## config.mk

```make
export PLATFORM = sky130hd
export DESIGN_NAME = branch_unit
export DESIGN_NICKNAME = d
export VERILOG_FILES = /design/src/common/branch_pkg.sv /design/src/cmp/cmp_queue.sv /design/src/cmp/cmp_unit.sv /design/src/design/branch_ctrl.sv /design/src/design/branch_queue.sv /design/src/design/branch_unit.sv /design/src/ras/ras.sv
export SDC_FILE = /design/constraint.sdc
export NUM_CORES = 2
export LEC_CHECK = 0
export ABC_AREA = 1
export BUFFER_PORTS_ARGS = -buffer_cell sky130_fd_sc_hd__buf_2
export CORE_ASPECT_RATIO = 1.2
export CORE_UTILIZATION = 50
export CTS_CLUSTER_SIZE = 14
export DETAILED_ROUTE_END_ITERATION = 7
export PLACE_DENSITY = 0.72
export REMOVE_ABC_BUFFERS = 1
export SLEW_MARGIN = 20
export SYNTH_ARGS = -nofsm -noshare
export SYNTH_HDL_FRONTEND = slang
export SYNTH_SLANG_ARGS = --single-unit
```

## constraint.sdc

```tcl
create_clock -name clk -period 17.9 [get_ports clk]
set_clock_uncertainty 0.15 [all_clocks]
set_input_delay 2.685 -clock clk [delete_from_list [all_inputs] [get_ports clk]]
set_output_delay 2.685 -clock clk [all_outputs]
set_load 0.02 [all_outputs]
```

## src/common/branch_pkg.sv

```systemverilog
package branch_pkg;

	localparam int n_b_entry = 4;
	localparam int n_backup_entry = 4;
	localparam int stack_width = 3;
	localparam int n_stack = 1 << stack_width; // return stack slots

	// single precision fields
	localparam int f_sign = 31;
	localparam int f_exp_hi = 30;
	localparam int f_exp_lo = 23;

	typedef logic [31:0] data_t;
	typedef logic [4:0] tag_t;
	typedef logic [13:0] addr_t;
	typedef logic [stack_width-1:0] sp_t;

	// occupancy 0..n_b_entry, also used for backup counts
	typedef logic [$clog2(n_b_entry):0] count_t;
	typedef logic [$clog2(n_b_entry)-1:0] idx_t;

	typedef logic [1:0] pred_t; // msb is the taken guess

	typedef enum logic [1:0] {
		cmp_fz,
		cmp_fle,
		cmp_e,
		cmp_le
	} cmp_op_t;

endpackage

```

## src/cmp/cmp_queue.sv

```systemverilog
`timescale 1ns/1ps

module cmp_queue import branch_pkg::*; (
	input logic clk,
	input logic cmp_push,
	input logic dispatch,
	input count_t cmp_count,
	input cmp_op_t op,
	input logic a_valid,
	input logic b_valid,
	input tag_t a_tag,
	input tag_t b_tag,
	input data_t a_data,
	input data_t b_data,
	input logic use_imm,
	input data_t imm,
	input logic gpr_cdb_valid,
	input logic fpr_cdb_valid,
	input tag_t gpr_cdb_tag,
	input tag_t fpr_cdb_tag,
	input data_t gpr_cdb_data,
	input data_t fpr_cdb_data,
	output logic head_ready,
	output cmp_op_t head_op,
	output data_t head_a,
	output data_t head_b
);
	cmp_op_t q_op [n_b_entry];
	logic q_a_valid [n_b_entry];
	logic q_b_valid [n_b_entry];
	tag_t q_a_tag [n_b_entry];
	tag_t q_b_tag [n_b_entry];
	data_t q_a_data [n_b_entry];
	data_t q_b_data [n_b_entry];

	// slot n_b_entry holds the incoming branch
	cmp_op_t s_op [n_b_entry+1];
	logic s_a_valid [n_b_entry+1];
	logic s_b_valid [n_b_entry+1];
	tag_t s_a_tag [n_b_entry+1];
	tag_t s_b_tag [n_b_entry+1];
	data_t s_a_data [n_b_entry+1];
	data_t s_b_data [n_b_entry+1];

	// after snooping the result buses
	logic w_a_valid [n_b_entry+1];
	logic w_b_valid [n_b_entry+1];
	data_t w_a_data [n_b_entry+1];
	data_t w_b_data [n_b_entry+1];

	logic new_int;
	logic imm_b;

	assign new_int = op == cmp_e || op == cmp_le;
	assign imm_b = new_int && use_imm;

	for (genvar i = 0; i < n_b_entry; i++) begin : g_src
		assign s_op[i] = q_op[i];
		assign s_a_valid[i] = q_a_valid[i];
		assign s_b_valid[i] = q_b_valid[i];
		assign s_a_tag[i] = q_a_tag[i];
		assign s_b_tag[i] = q_b_tag[i];
		assign s_a_data[i] = q_a_data[i];
		assign s_b_data[i] = q_b_data[i];
	end

	assign s_op[n_b_entry] = op;
	assign s_a_valid[n_b_entry] = a_valid;
	assign s_b_valid[n_b_entry] = b_valid || imm_b;
	assign s_a_tag[n_b_entry] = a_tag;
	assign s_b_tag[n_b_entry] = b_tag;
	assign s_a_data[n_b_entry] = a_data;
	assign s_b_data[n_b_entry] = imm_b ? imm : b_data;

	for (genvar i = 0; i <= n_b_entry; i++) begin : g_wake
		logic int_op;
		logic bus_valid;
		tag_t bus_tag;
		data_t bus_data;

		assign int_op = s_op[i] == cmp_e || s_op[i] == cmp_le;
		assign bus_valid = int_op ? gpr_cdb_valid : fpr_cdb_valid;
		assign bus_tag = int_op ? gpr_cdb_tag : fpr_cdb_tag;
		assign bus_data = int_op ? gpr_cdb_data : fpr_cdb_data;

		assign w_a_valid[i] = s_a_valid[i] || (bus_valid && bus_tag == s_a_tag[i]);
		assign w_b_valid[i] = s_b_valid[i] || (bus_valid && bus_tag == s_b_tag[i]);
		assign w_a_data[i] = s_a_valid[i] ? s_a_data[i] : bus_data;
		assign w_b_data[i] = s_b_valid[i] ? s_b_data[i] : bus_data;
	end

	always_ff @(posedge clk) begin
		int src;

		for (int i = 0; i < n_b_entry; i++) begin
			src = i + int'(dispatch); // shift toward head on dispatch
			if (src < int'(cmp_count) || cmp_push) begin
				if (src >= int'(cmp_count)) begin
					src = n_b_entry;
				end
				q_op[i] <= s_op[src];
				q_a_valid[i] <= w_a_valid[src];
				q_b_valid[i] <= w_b_valid[src];
				q_a_tag[i] <= s_a_tag[src];
				q_b_tag[i] <= s_b_tag[src];
				q_a_data[i] <= w_a_data[src];
				q_b_data[i] <= w_b_data[src];
			end
		end
	end

	// fz needs only operand a
	assign head_ready = cmp_count != 0 && q_a_valid[0] && (q_op[0] == cmp_fz || q_b_valid[0]);
	assign head_op = q_op[0];
	assign head_a = q_a_data[0];
	assign head_b = q_b_data[0];

endmodule

```

## src/cmp/cmp_unit.sv

```systemverilog
`timescale 1ns/1ps

module cmp_unit import branch_pkg::*; (
	input cmp_op_t op,
	input data_t a,
	input data_t b,
	output logic cmp_result
);
	logic a_neg;
	logic b_neg;
	logic [f_sign-1:0] a_mag;
	logic [f_sign-1:0] b_mag;
	logic both_zero;
	logic fle;

	assign a_neg = a[f_sign];
	assign b_neg = b[f_sign];
	assign a_mag = a[f_sign-1:0];
	assign b_mag = b[f_sign-1:0];
	assign both_zero = a_mag == '0 && b_mag == '0; // +0 == -0

	always_comb begin
		if (both_zero) begin
			fle = 1'b1;
		end else if (a_neg != b_neg) begin
			fle = a_neg; // negative side is smaller
		end else if (a_neg) begin
			fle = a_mag >= b_mag;
		end else begin
			fle = a_mag <= b_mag;
		end
	end

	always_comb begin
		case (op)
			cmp_e: cmp_result = a == b;
			cmp_le: cmp_result = $signed(a) <= $signed(b);
			cmp_fle: cmp_result = fle;
			cmp_fz: cmp_result = a[f_exp_hi:f_exp_lo] == '0;
			default: cmp_result = 1'b0;
		endcase
	end

endmodule

```

## src/design/branch_ctrl.sv

```systemverilog
`timescale 1ns/1ps

module branch_ctrl import branch_pkg::*; (
	input logic clk,
	input logic reset,
	input logic flush,
	input logic issue_valid,
	input logic commit_valid,
	input logic head_ready,
	output logic issue_ready,
	output logic commit_ready,
	output logic cmp_push,
	output logic dispatch,
	output logic commit_en,
	output count_t b_count,
	output count_t cmp_count,
	output idx_t dispatch_idx
);
	count_t first_open;

	// head is resolved once fewer compares than branches remain
	assign commit_ready = cmp_count < b_count;
	assign commit_en = commit_valid && commit_ready;

	assign issue_ready = b_count < n_b_entry || commit_en;
	assign cmp_push = issue_valid && issue_ready;

	assign dispatch = head_ready;

	// oldest unresolved slot, after this cycle's commit shift
	assign first_open = b_count - cmp_count - count_t'(commit_en);
	assign dispatch_idx = first_open[$bits(idx_t)-1:0];

	always_ff @(posedge clk) begin
		if (reset || flush) begin
			b_count <= '0;
		end else begin
			b_count <= b_count + count_t'(cmp_push) - count_t'(commit_en);
		end
	end

	always_ff @(posedge clk) begin
		if (reset || flush) begin
			cmp_count <= '0;
		end else begin
			cmp_count <= cmp_count + count_t'(cmp_push) - count_t'(dispatch);
		end
	end

endmodule

```

## src/design/branch_queue.sv

```systemverilog
`timescale 1ns/1ps

module branch_queue import branch_pkg::*; (
	input logic clk,
	input logic issue_en,
	input logic commit_en,
	input logic dispatch,
	input count_t b_count,
	input idx_t dispatch_idx,
	input logic cmp_result,
	input pred_t prediction_in,
	input addr_t fallback_in,
	input sp_t sp,
	output logic failure,
	output pred_t prediction_out,
	output addr_t fallback_addr,
	output sp_t head_sp
);
	logic fail_q [n_b_entry];
	pred_t pred_q [n_b_entry];
	addr_t fb_q [n_b_entry];
	sp_t sp_q [n_b_entry];

	logic fail_m [n_b_entry];
	pred_t pred_m [n_b_entry];
	addr_t fb_m [n_b_entry];
	sp_t sp_m [n_b_entry];

	// shift on commit, new branch lands in first free slot
	always_comb begin
		int src;

		for (int i = 0; i < n_b_entry; i++) begin
			src = i + int'(commit_en);
			if (src < int'(b_count)) begin
				fail_m[i] = fail_q[src];
				pred_m[i] = pred_q[src];
				fb_m[i] = fb_q[src];
				sp_m[i] = sp_q[src];
			end else if (issue_en) begin
				fail_m[i] = 1'b0;
				pred_m[i] = prediction_in;
				fb_m[i] = fallback_in;
				sp_m[i] = sp; // stack state at issue
			end else begin
				fail_m[i] = fail_q[i];
				pred_m[i] = pred_q[i];
				fb_m[i] = fb_q[i];
				sp_m[i] = sp_q[i];
			end
		end
	end

	always_ff @(posedge clk) begin
		for (int i = 0; i < n_b_entry; i++) begin
			fail_q[i] <= fail_m[i]
				|| (dispatch && dispatch_idx == idx_t'(i) && cmp_result != pred_m[i][1]);
			pred_q[i] <= pred_m[i];
			fb_q[i] <= fb_m[i];
			sp_q[i] <= sp_m[i];
		end
	end

	assign failure = b_count != 0 && fail_q[0];
	assign prediction_out = pred_q[0];
	assign fallback_addr = fb_q[0];
	assign head_sp = sp_q[0];

endmodule

```

## src/design/branch_unit.sv

```systemverilog
`timescale 1ns/1ps

module branch_unit import branch_pkg::*; (
	input logic clk,
	input logic reset,
	input logic flush,
	input cmp_op_t op,
	input logic a_valid,
	input logic b_valid,
	input tag_t a_tag,
	input tag_t b_tag,
	input data_t a_data,
	input data_t b_data,
	input logic use_imm,
	input data_t imm,
	input pred_t prediction_in,
	input addr_t fallback_in,
	input logic gpr_cdb_valid,
	input tag_t gpr_cdb_tag,
	input data_t gpr_cdb_data,
	input logic fpr_cdb_valid,
	input tag_t fpr_cdb_tag,
	input data_t fpr_cdb_data,
	input logic issue_valid,
	output logic issue_ready,
	input logic commit_valid,
	output logic commit_ready,
	output logic failure,
	output pred_t prediction_out,
	output addr_t fallback_addr,
	input logic jal_valid,
	output logic jal_ready,
	input logic jr,
	input addr_t pc,
	output addr_t return_addr
);
	logic cmp_push;
	logic dispatch;
	logic commit_en;
	logic head_ready;
	logic cmp_result;
	count_t b_count;
	count_t cmp_count;
	idx_t dispatch_idx;
	cmp_op_t head_op;
	data_t head_a;
	data_t head_b;
	sp_t sp;
	sp_t head_sp;

	branch_ctrl u_ctrl (
		.clk, .reset, .flush,
		.issue_valid, .commit_valid, .head_ready,
		.issue_ready, .commit_ready,
		.cmp_push, .dispatch, .commit_en,
		.b_count, .cmp_count, .dispatch_idx
	);

	cmp_queue u_cmp_queue (
		.clk, .cmp_push, .dispatch, .cmp_count,
		.op, .a_valid, .b_valid, .a_tag, .b_tag, .a_data, .b_data,
		.use_imm, .imm,
		.gpr_cdb_valid, .fpr_cdb_valid, .gpr_cdb_tag, .fpr_cdb_tag,
		.gpr_cdb_data, .fpr_cdb_data,
		.head_ready, .head_op, .head_a, .head_b
	);

	cmp_unit u_cmp_unit (
		.op(head_op),
		.a(head_a),
		.b(head_b),
		.cmp_result
	);

	branch_queue u_branch_queue (
		.clk, .issue_en(cmp_push), .commit_en, .dispatch,
		.b_count, .dispatch_idx, .cmp_result,
		.prediction_in, .fallback_in, .sp,
		.failure, .prediction_out, .fallback_addr, .head_sp
	);

	ras u_ras (
		.clk, .reset, .flush,
		.jal_valid, .jr, .commit_en, .pc,
		.b_count, .head_sp,
		.jal_ready, .sp, .return_addr
	);

endmodule

```

## src/ras/ras.sv

```systemverilog
`timescale 1ns/1ps

module ras import branch_pkg::*; (
	input logic clk,
	input logic reset,
	input logic flush,
	input logic jal_valid,
	input logic jr,
	input logic commit_en,
	input addr_t pc,
	input count_t b_count,
	input sp_t head_sp,
	output logic jal_ready,
	output sp_t sp,
	output addr_t return_addr
);
	addr_t stack_q [n_stack];
	addr_t stack_next [n_stack];
	sp_t sp_q;
	sp_t sp_next;
	sp_t sp_inc;

	count_t bk_count;
	count_t bk_cnt [n_backup_entry]; // unresolved branches ahead
	sp_t bk_idx [n_backup_entry];
	addr_t bk_addr [n_backup_entry];

	count_t pending;
	count_t n_drop;
	count_t kept;
	logic jal_fire;
	logic bk_push;

	assign sp = sp_q;
	assign sp_inc = sp_q + 1'b1;
	assign pending = b_count - count_t'(commit_en); // left after this commit

	assign jal_ready = bk_count < n_backup_entry || (commit_en && bk_cnt[0] == count_t'(1));
	assign jal_fire = jal_valid && jal_ready && !flush;
	assign bk_push = jal_fire && pending != 0;

	// entries ahead of only the committing branch go away
	always_comb begin
		n_drop = '0;
		for (int i = 0; i < n_backup_entry; i++) begin
			if (commit_en && i < int'(bk_count) && bk_cnt[i] == count_t'(1)) begin
				n_drop = n_drop + 1'b1;
			end
		end
	end
	assign kept = bk_count - n_drop;

	always_ff @(posedge clk) begin
		if (reset || flush) begin
			bk_count <= '0;
		end else begin
			bk_count <= kept + count_t'(bk_push);
		end
	end

	always_ff @(posedge clk) begin
		int src;

		for (int i = 0; i < n_backup_entry; i++) begin
			src = i + int'(n_drop);
			if (src < int'(bk_count)) begin
				bk_cnt[i] <= bk_cnt[src] - count_t'(commit_en);
				bk_idx[i] <= bk_idx[src];
				bk_addr[i] <= bk_addr[src];
			end else if (bk_push && i == int'(kept)) begin
				bk_cnt[i] <= pending;
				bk_idx[i] <= sp_inc;
				bk_addr[i] <= stack_q[sp_inc]; // slot about to be overwritten
			end
		end
	end

	always_comb begin
		if (reset) begin
			sp_next = sp_t'(n_stack - 1);
		end else if (flush) begin
			sp_next = head_sp;
		end else if (jal_fire) begin
			sp_next = sp_inc;
		end else if (jr) begin
			sp_next = sp_q - 1'b1;
		end else begin
			sp_next = sp_q;
		end
	end

	always_comb begin
		stack_next = stack_q;
		if (flush) begin
			// oldest backup of a slot wins
			for (int i = n_backup_entry - 1; i >= 0; i--) begin
				if (i < int'(bk_count)) begin
					stack_next[bk_idx[i]] = bk_addr[i];
				end
			end
		end else if (jal_fire) begin
			stack_next[sp_inc] = pc;
		end
	end

	always_ff @(posedge clk) begin
		sp_q <= sp_next;
	end

	always_ff @(posedge clk) begin
		stack_q <= stack_next;
		return_addr <= stack_next[sp_next];
	end

endmodule

```

Yosys cells after proc, flatten, opt, wreduce, memory -nomap -nowiden. Memory sizes are Yosys's and may differ from the RTL's. Cells that the tools add are included.

Muxes and demuxes: 232. Magnitude comparators: 41. Add/subtract/negate cells: 27. Bitwise logic cells: 22. Reductions and logical operators: 84. Equal/unequal tests: 40.

Operator list (number): 32-bit two-way mux (39); 112-bit two-way mux (9); 32-bit binary-select mux with 3-bit select (8); 112-bit bitwise mux (5); 14-bit two-way mux (21); 14-bit demux with 3-bit select (5); 32-bit by 4-bit >= comparator with 1-bit output, second input constant (4); 32-bit inverter (4); 5-bit binary-select mux with 3-bit select (8); 5-bit two-way mux (21); 32-bit by 4-bit < comparator with 1-bit output (3); 14-bit binary-select mux with 3-bit select (2); 3-bit two-way mux (24); 31-bit logical NOT (2); 1-bit two-way mux (61); 5-bit == test (10); 1-bit logical AND (46); 32-bit == test (1); 32-bit <= comparator (1); 2-bit two-way mux (16); 31-bit >= comparator (1); 31-bit <= comparator (1); 1-bit logical OR (28); 1-bit binary-select mux with 3-bit select (8); 39 further kinds (118).

Flip-flop bits (word level): 138. Memories kept: 14. Bits of input ports: 224. Memory bits (writable): 472. Logic and storage cells: 473.

Memory list: u_cmp_queue.q_a_data (depth 4, bits a word 32, read ports 4, clocked after memory_dff 0, wr ports 4, line cmp_queue.sv:33) `data_t q_a_data [n_b_entry];`; u_cmp_queue.q_b_data (depth 4, bits a word 32, read ports 4, clocked after memory_dff 0, wr ports 4, line cmp_queue.sv:34) `data_t q_b_data [n_b_entry];`; u_branch_queue.fb_q (depth 4, bits a word 14, read ports 5, clocked after memory_dff 0, wr ports 4, line branch_queue.sv:21) `addr_t fb_q [n_b_entry];`; u_ras.bk_addr (depth 4, bits a word 14, read ports 8, clocked after memory_dff 0, wr ports 4, line ras.sv:26) `addr_t bk_addr [n_backup_entry];`; u_cmp_queue.q_a_tag (depth 4, bits a word 5, read ports 4, clocked after memory_dff 0, wr ports 4, line cmp_queue.sv:31) `tag_t q_a_tag [n_b_entry];`; u_cmp_queue.q_b_tag (depth 4, bits a word 5, read ports 4, clocked after memory_dff 0, wr ports 4, line cmp_queue.sv:32) `tag_t q_b_tag [n_b_entry];`; +8 memories.

Depth between registers and ports, before layout. An unclocked memory read counts as a cell.

Depth in word-level cells: 21. Depth in mapped cells: 32.

Cells and area by module. A second synthesis with hierarchy kept.

Cell total of the unflattened synthesis: 7189. Area total of the unflattened synthesis: 47023.8 µm².

Modules (own cells, without submodules): cmp_queue (seq. area each 9369.0 µm², area each 20767.4 µm², times used 1, cells each 2766); ras (seq. area each 5044.8 µm², area each 20258.2 µm², times used 1, cells each 3656); branch_queue (seq. area each 2322.2 µm², area each 4042.6 µm², times used 1, cells each 432); cmp_unit (seq. area each 0.0 µm², area each 1441.4 µm², times used 1, cells each 267); branch_ctrl (seq. area each 120.1 µm², area each 514.2 µm², times used 1, cells each 68).

Least setup slack after synthesis. OpenSTA, ideal clock, no wires.

Path kind: input to register. From: in commit_valid. To: mem u_ras.bk_addr[3][0] (netlist bit) (enable). Path slack: 10310 ps. Arrival time: 7026 ps. Path buffers: 3. Stages: 21. Cell sequence: nand3_2 > buf_6 > clkbuf_1 > nor2_1 > ha_1 > or2_1 > and2_1 > ha_1 > nand2_1 > nand2_1 > clkbuf_1 > nor2_1 > xnor2_1 > ha_1 > nand2_1 > nor2_1 > a211oi_1 > o21ai_1 > nor2_2 > inv_2 > o21ai_0.

RTL lines: from (decl) (line branch_unit.sv:26) `input logic commit_valid,`; to (decl) (line ras.sv:26).

==> results.cfg <==
[route]
drt-initial-drc-count = 6709
route.detailed.drc = 0
vias_per_cell = 6.195
routed_wirelength_mm = 180.6
drt-pass1-iter-count = 8
vias = 49150
ant_nets = 0
wl_per_cell_um = 22.77

[clock_tree]
ctsRootBufferMaster = clkbuf_16
clkSinkCount = 610
cts_buffers = 71
clock_latency_ns = 0.65
postCtsHoldBufs = 0
cts_resized = 0
cts_tree = built
htreeDepth = 3
cts_max_path_buffers = 3
clkSlewWorstSetupHoldPaths_ns = 0.06
post_cts.repair.setup_buffers = 0

[placed_design]
dp_hpwl_mm = 115.8
io_buffer_count = 257
dpl_cell_area_sq_um = 47590
gp_congestion = 0.9703

[critical_path]
worst-path-stages = 24
end_kind = flip-flop
slowest_delay_ns = 0.82
path_class = in -> reg
critPathTopFamily = simple AND/OR/NAND/NOR gates
crit_chain = buf_2 > inv_1 > nor2_4 > buf_4 > nand3_2 > ha_1 > inv_1 > nand2_1 > nand2_1 > ha_1 > nand2_1 > nand2_2 > nand2_2 > nand2_2 > inv_2 > ha_1 > nand2_1 > nor2_1 > a211oi_1 > o21ai_1 > nor2_2 > inv_2 > nand4_1 > o21ai_2
path_buf_inv = 6
critPathSlowestCell = o21ai_2
rr_worst_depth = 28
arrival_ns = 9.01
crit_path_max_fanout = 52
worstPathRequired_ns = 18.02
crit_path_start_kind = input port
path_common_cell = nand2_1

[floorplan]
die_h_um = 333.2
fp.dieArea_sq_um = 92650
initial_core_util_pct = 50.41
io_pins = 258
core_area_sq_um = 90690
die_x_um = 278.0
rows = 121

[timing]
tightest_slew_ns = 1.162
relSlewSlack_pct = 22.05
finalSetupViolCount = 0
fin_crit_sh_pct = 49.67
fmaxAchievable_mhz = 112.5
finalHoldViolCount = 0
rsz0062_at_grt = no
slew_viol_final = 0
post-route-min-period_ns = 8.890
finalSetupTns_ns = 0

[final_layout]
design_area_sq_um = 49980
drive_gt1_share_pct = 8.503
syn_to_final_growth_pct = 9.331
final_net_count = 7016

[synthesis]
synth_area_leader_cell = edfxtp_1
ys_ff_latch = 610
netlist_area_sq_um = 45710
synthArstFlopShare_pct = 0
syn_inst = 6720
ys_seq_area_share_pct = 36.87
synth.yosys.warnings = 0
synth_top_area_share_pct = 30.48
avgSynthCellArea_sq_um = 6.803
synth_area_leaders = edfxtp_1, nand2_1, o21ai_0
yosys.cell_types.count = 57
ys.flop_type = edfxtp_1
synth_edf_count = 464

[global_routing]
grt_pass1_vias = 46200
overflow = 0
grt_pass1_wl_mm = 271.3
grt_use_total_pct = 38.00
antenna_found_initial = 8
grt_max_degree = 80

[power_and_ir_drop]
total_power_w = 0.005579
leakage_nw = 21.85
p_int_w = 0.003375
seq_power_share_pct = 37.8
pwr-share-comb_pct = 35.2
ir_drop_mv = 0.07869
p_clk_share_pct = 27.1
power.density_nw_per_um2 = 111.6
switchingPower_w = 0.002204
p_sw_share_pct = 39.51

[status]
outcome = completed

[flow_run]
maxCapViolCount = 0

[min_path]
hold_class = reg -> reg
hold_depth = 2
worst reg2reg max path: cells and delay by family, from the launching register on:
family	cells	cell delay [ns]
AND/OR/NAND/NOR	15	3.61
adder cells (fa/ha/maj)	4	1.31
buffers and inverters	6	1.06
AO/OA/AOI/OAI	3	0.96
flip-flops	1	0.48
Yosys cell counts (all sizes together) (2+ instances only):
cell,count
o22ai,89
nor2,403
nand2,2061
nand3,211
a21boi,2
o221ai,65
o21bai,7
clkinv,9
o21a,24
nand3b,2
clkbuf,339
o31ai,3
edfxtp,464
fa,3
buf,110
nor4,12
mux2i,71
o2bb2ai,2
a22oi,9
inv,735
o211ai,127
nor3,11
xor2,32
nand4,27
dfxtp,146
or2,23
and2,3
ha,82
xnor2,8
a31oi,17
a21oi,302
a221oi,107
a211oi,9
and3,2
o21ai,1196
placed cells by master (no fill, tap or decap), drive strengths merged, types with 23 or more instances in the layout:
cell and instances:
inv 731, edfxtp 464, clkinv 43, a21oi 302
nand2 2061, ha 82, buf 363, clkbuf 88
dfxtp 146, a221oi 107, nand4 27, o21a 24
o211ai 127, o221ai 65, xor2 32, o21ai 1196
o22ai 89, nand3 211, mux2i 71, or2 23
nor2 403
power by group through the flow:
stage               logic (W)  clock network, W  registers (W)
floorplan             0.00119                 0        0.00215
global placement      0.00185                 0        0.00212
detailed placement    0.00189                 0        0.00212
CTS                   0.00190           0.00151        0.00210
global route          0.00216           0.00156        0.00213
finish                0.00196           0.00151        0.00211
final cells by class:
type | instances | area, sq um
multi-input cells | 4917 | 24450
repair buffers | 363 | 2086
fillers | 8774 | 40710
clock buffers | 88 | 1893
inverters | 744 | 2798
diodes | 3 | 7.507
well taps | 1168 | 1461
clock inverters | 40 | 421.7
flip-flops and latches | 610 | 16860
state kept, by name (all words and copies together) (netlist names), named ones only:
register / flops
u_cmp_queue.q_a_data: 128
u_branch_queue.sp_q: 12
u_cmp_queue.q_a_valid: 4
u_branch_queue.pred_q: 8
u_ras.return_addr: 14
u_branch_queue.fb_q: 56
u_ras.bk_addr: 56
u_ctrl.b_count: 3
u_cmp_queue.q_b_data: 128
u_ctrl.cmp_count: 3
u_branch_queue.fail_q: 4
u_ras.sp: 3
u_ras.bk_idx: 12
u_ras.stack_q: 112
u_cmp_queue.q_b_valid: 4
u_ras.bk_cnt: 12
u_ras.bk_count: 3
metal layers:
layer / vias to the layer above / share of wire [%] / global-route usage [%]
li1: 22600 / - / -
met2: 3251 / 45 / 62.30
met1: 22370 / 35 / 43.51
met3: 926 / 11 / 8.574
met5: - / 0.022 / 0
met4: 6 / 8.4 / 27.79
path summary, 6_finish.rpt:
| check | from | slack (ns) | to |
|---|---|---|---|
| worst min-delay path | u_branch_queue.fail_q[1] | 0.34 | u_branch_queue.fail_q[0] |
| worst max register to register | u_ctrl.b_count[1] | 9.95 | u_ras.bk_addr[3][6] |
| worst min register to register | u_branch_queue.fail_q[1] | 0.34 | u_branch_queue.fail_q[0] |
| worst max-delay path | commit_valid | 9.01 | u_ras.bk_addr[3][6] |
logic make-up after synthesis:
| family | Yosys count | share of synthesized area, % |
|---|---|---|
| XOR/XNOR | 40 | 0.7664 |
| multiplexers | 71 | 1.555 |
| buffers and inverters | 1193 | 10.12 |
| AND/OR/NAND/NOR | 2756 | 23.97 |
| adder cells (fa/ha/maj) | 85 | 2.376 |
| AO/OA/AOI/OAI | 1965 | 24.33 |
| flip-flops | 610 | 36.87 |
per-stage QoR:
step	std cells	hold slack [ns]	utilization, %	worst slack (ns)
detailed placement	7801	0.3327	52.48	8.405
global placement	7801	0.3291	52.48	8.514
global route	7932	0.3952	55.11	8.395
CTS	7929	0.3451	55.03	9.065
finish	7933	0.3438	55.11	9.010
floorplan	6271	0.3052	-	8.643
No activity file was read; power rests on OpenSTA's default activity.
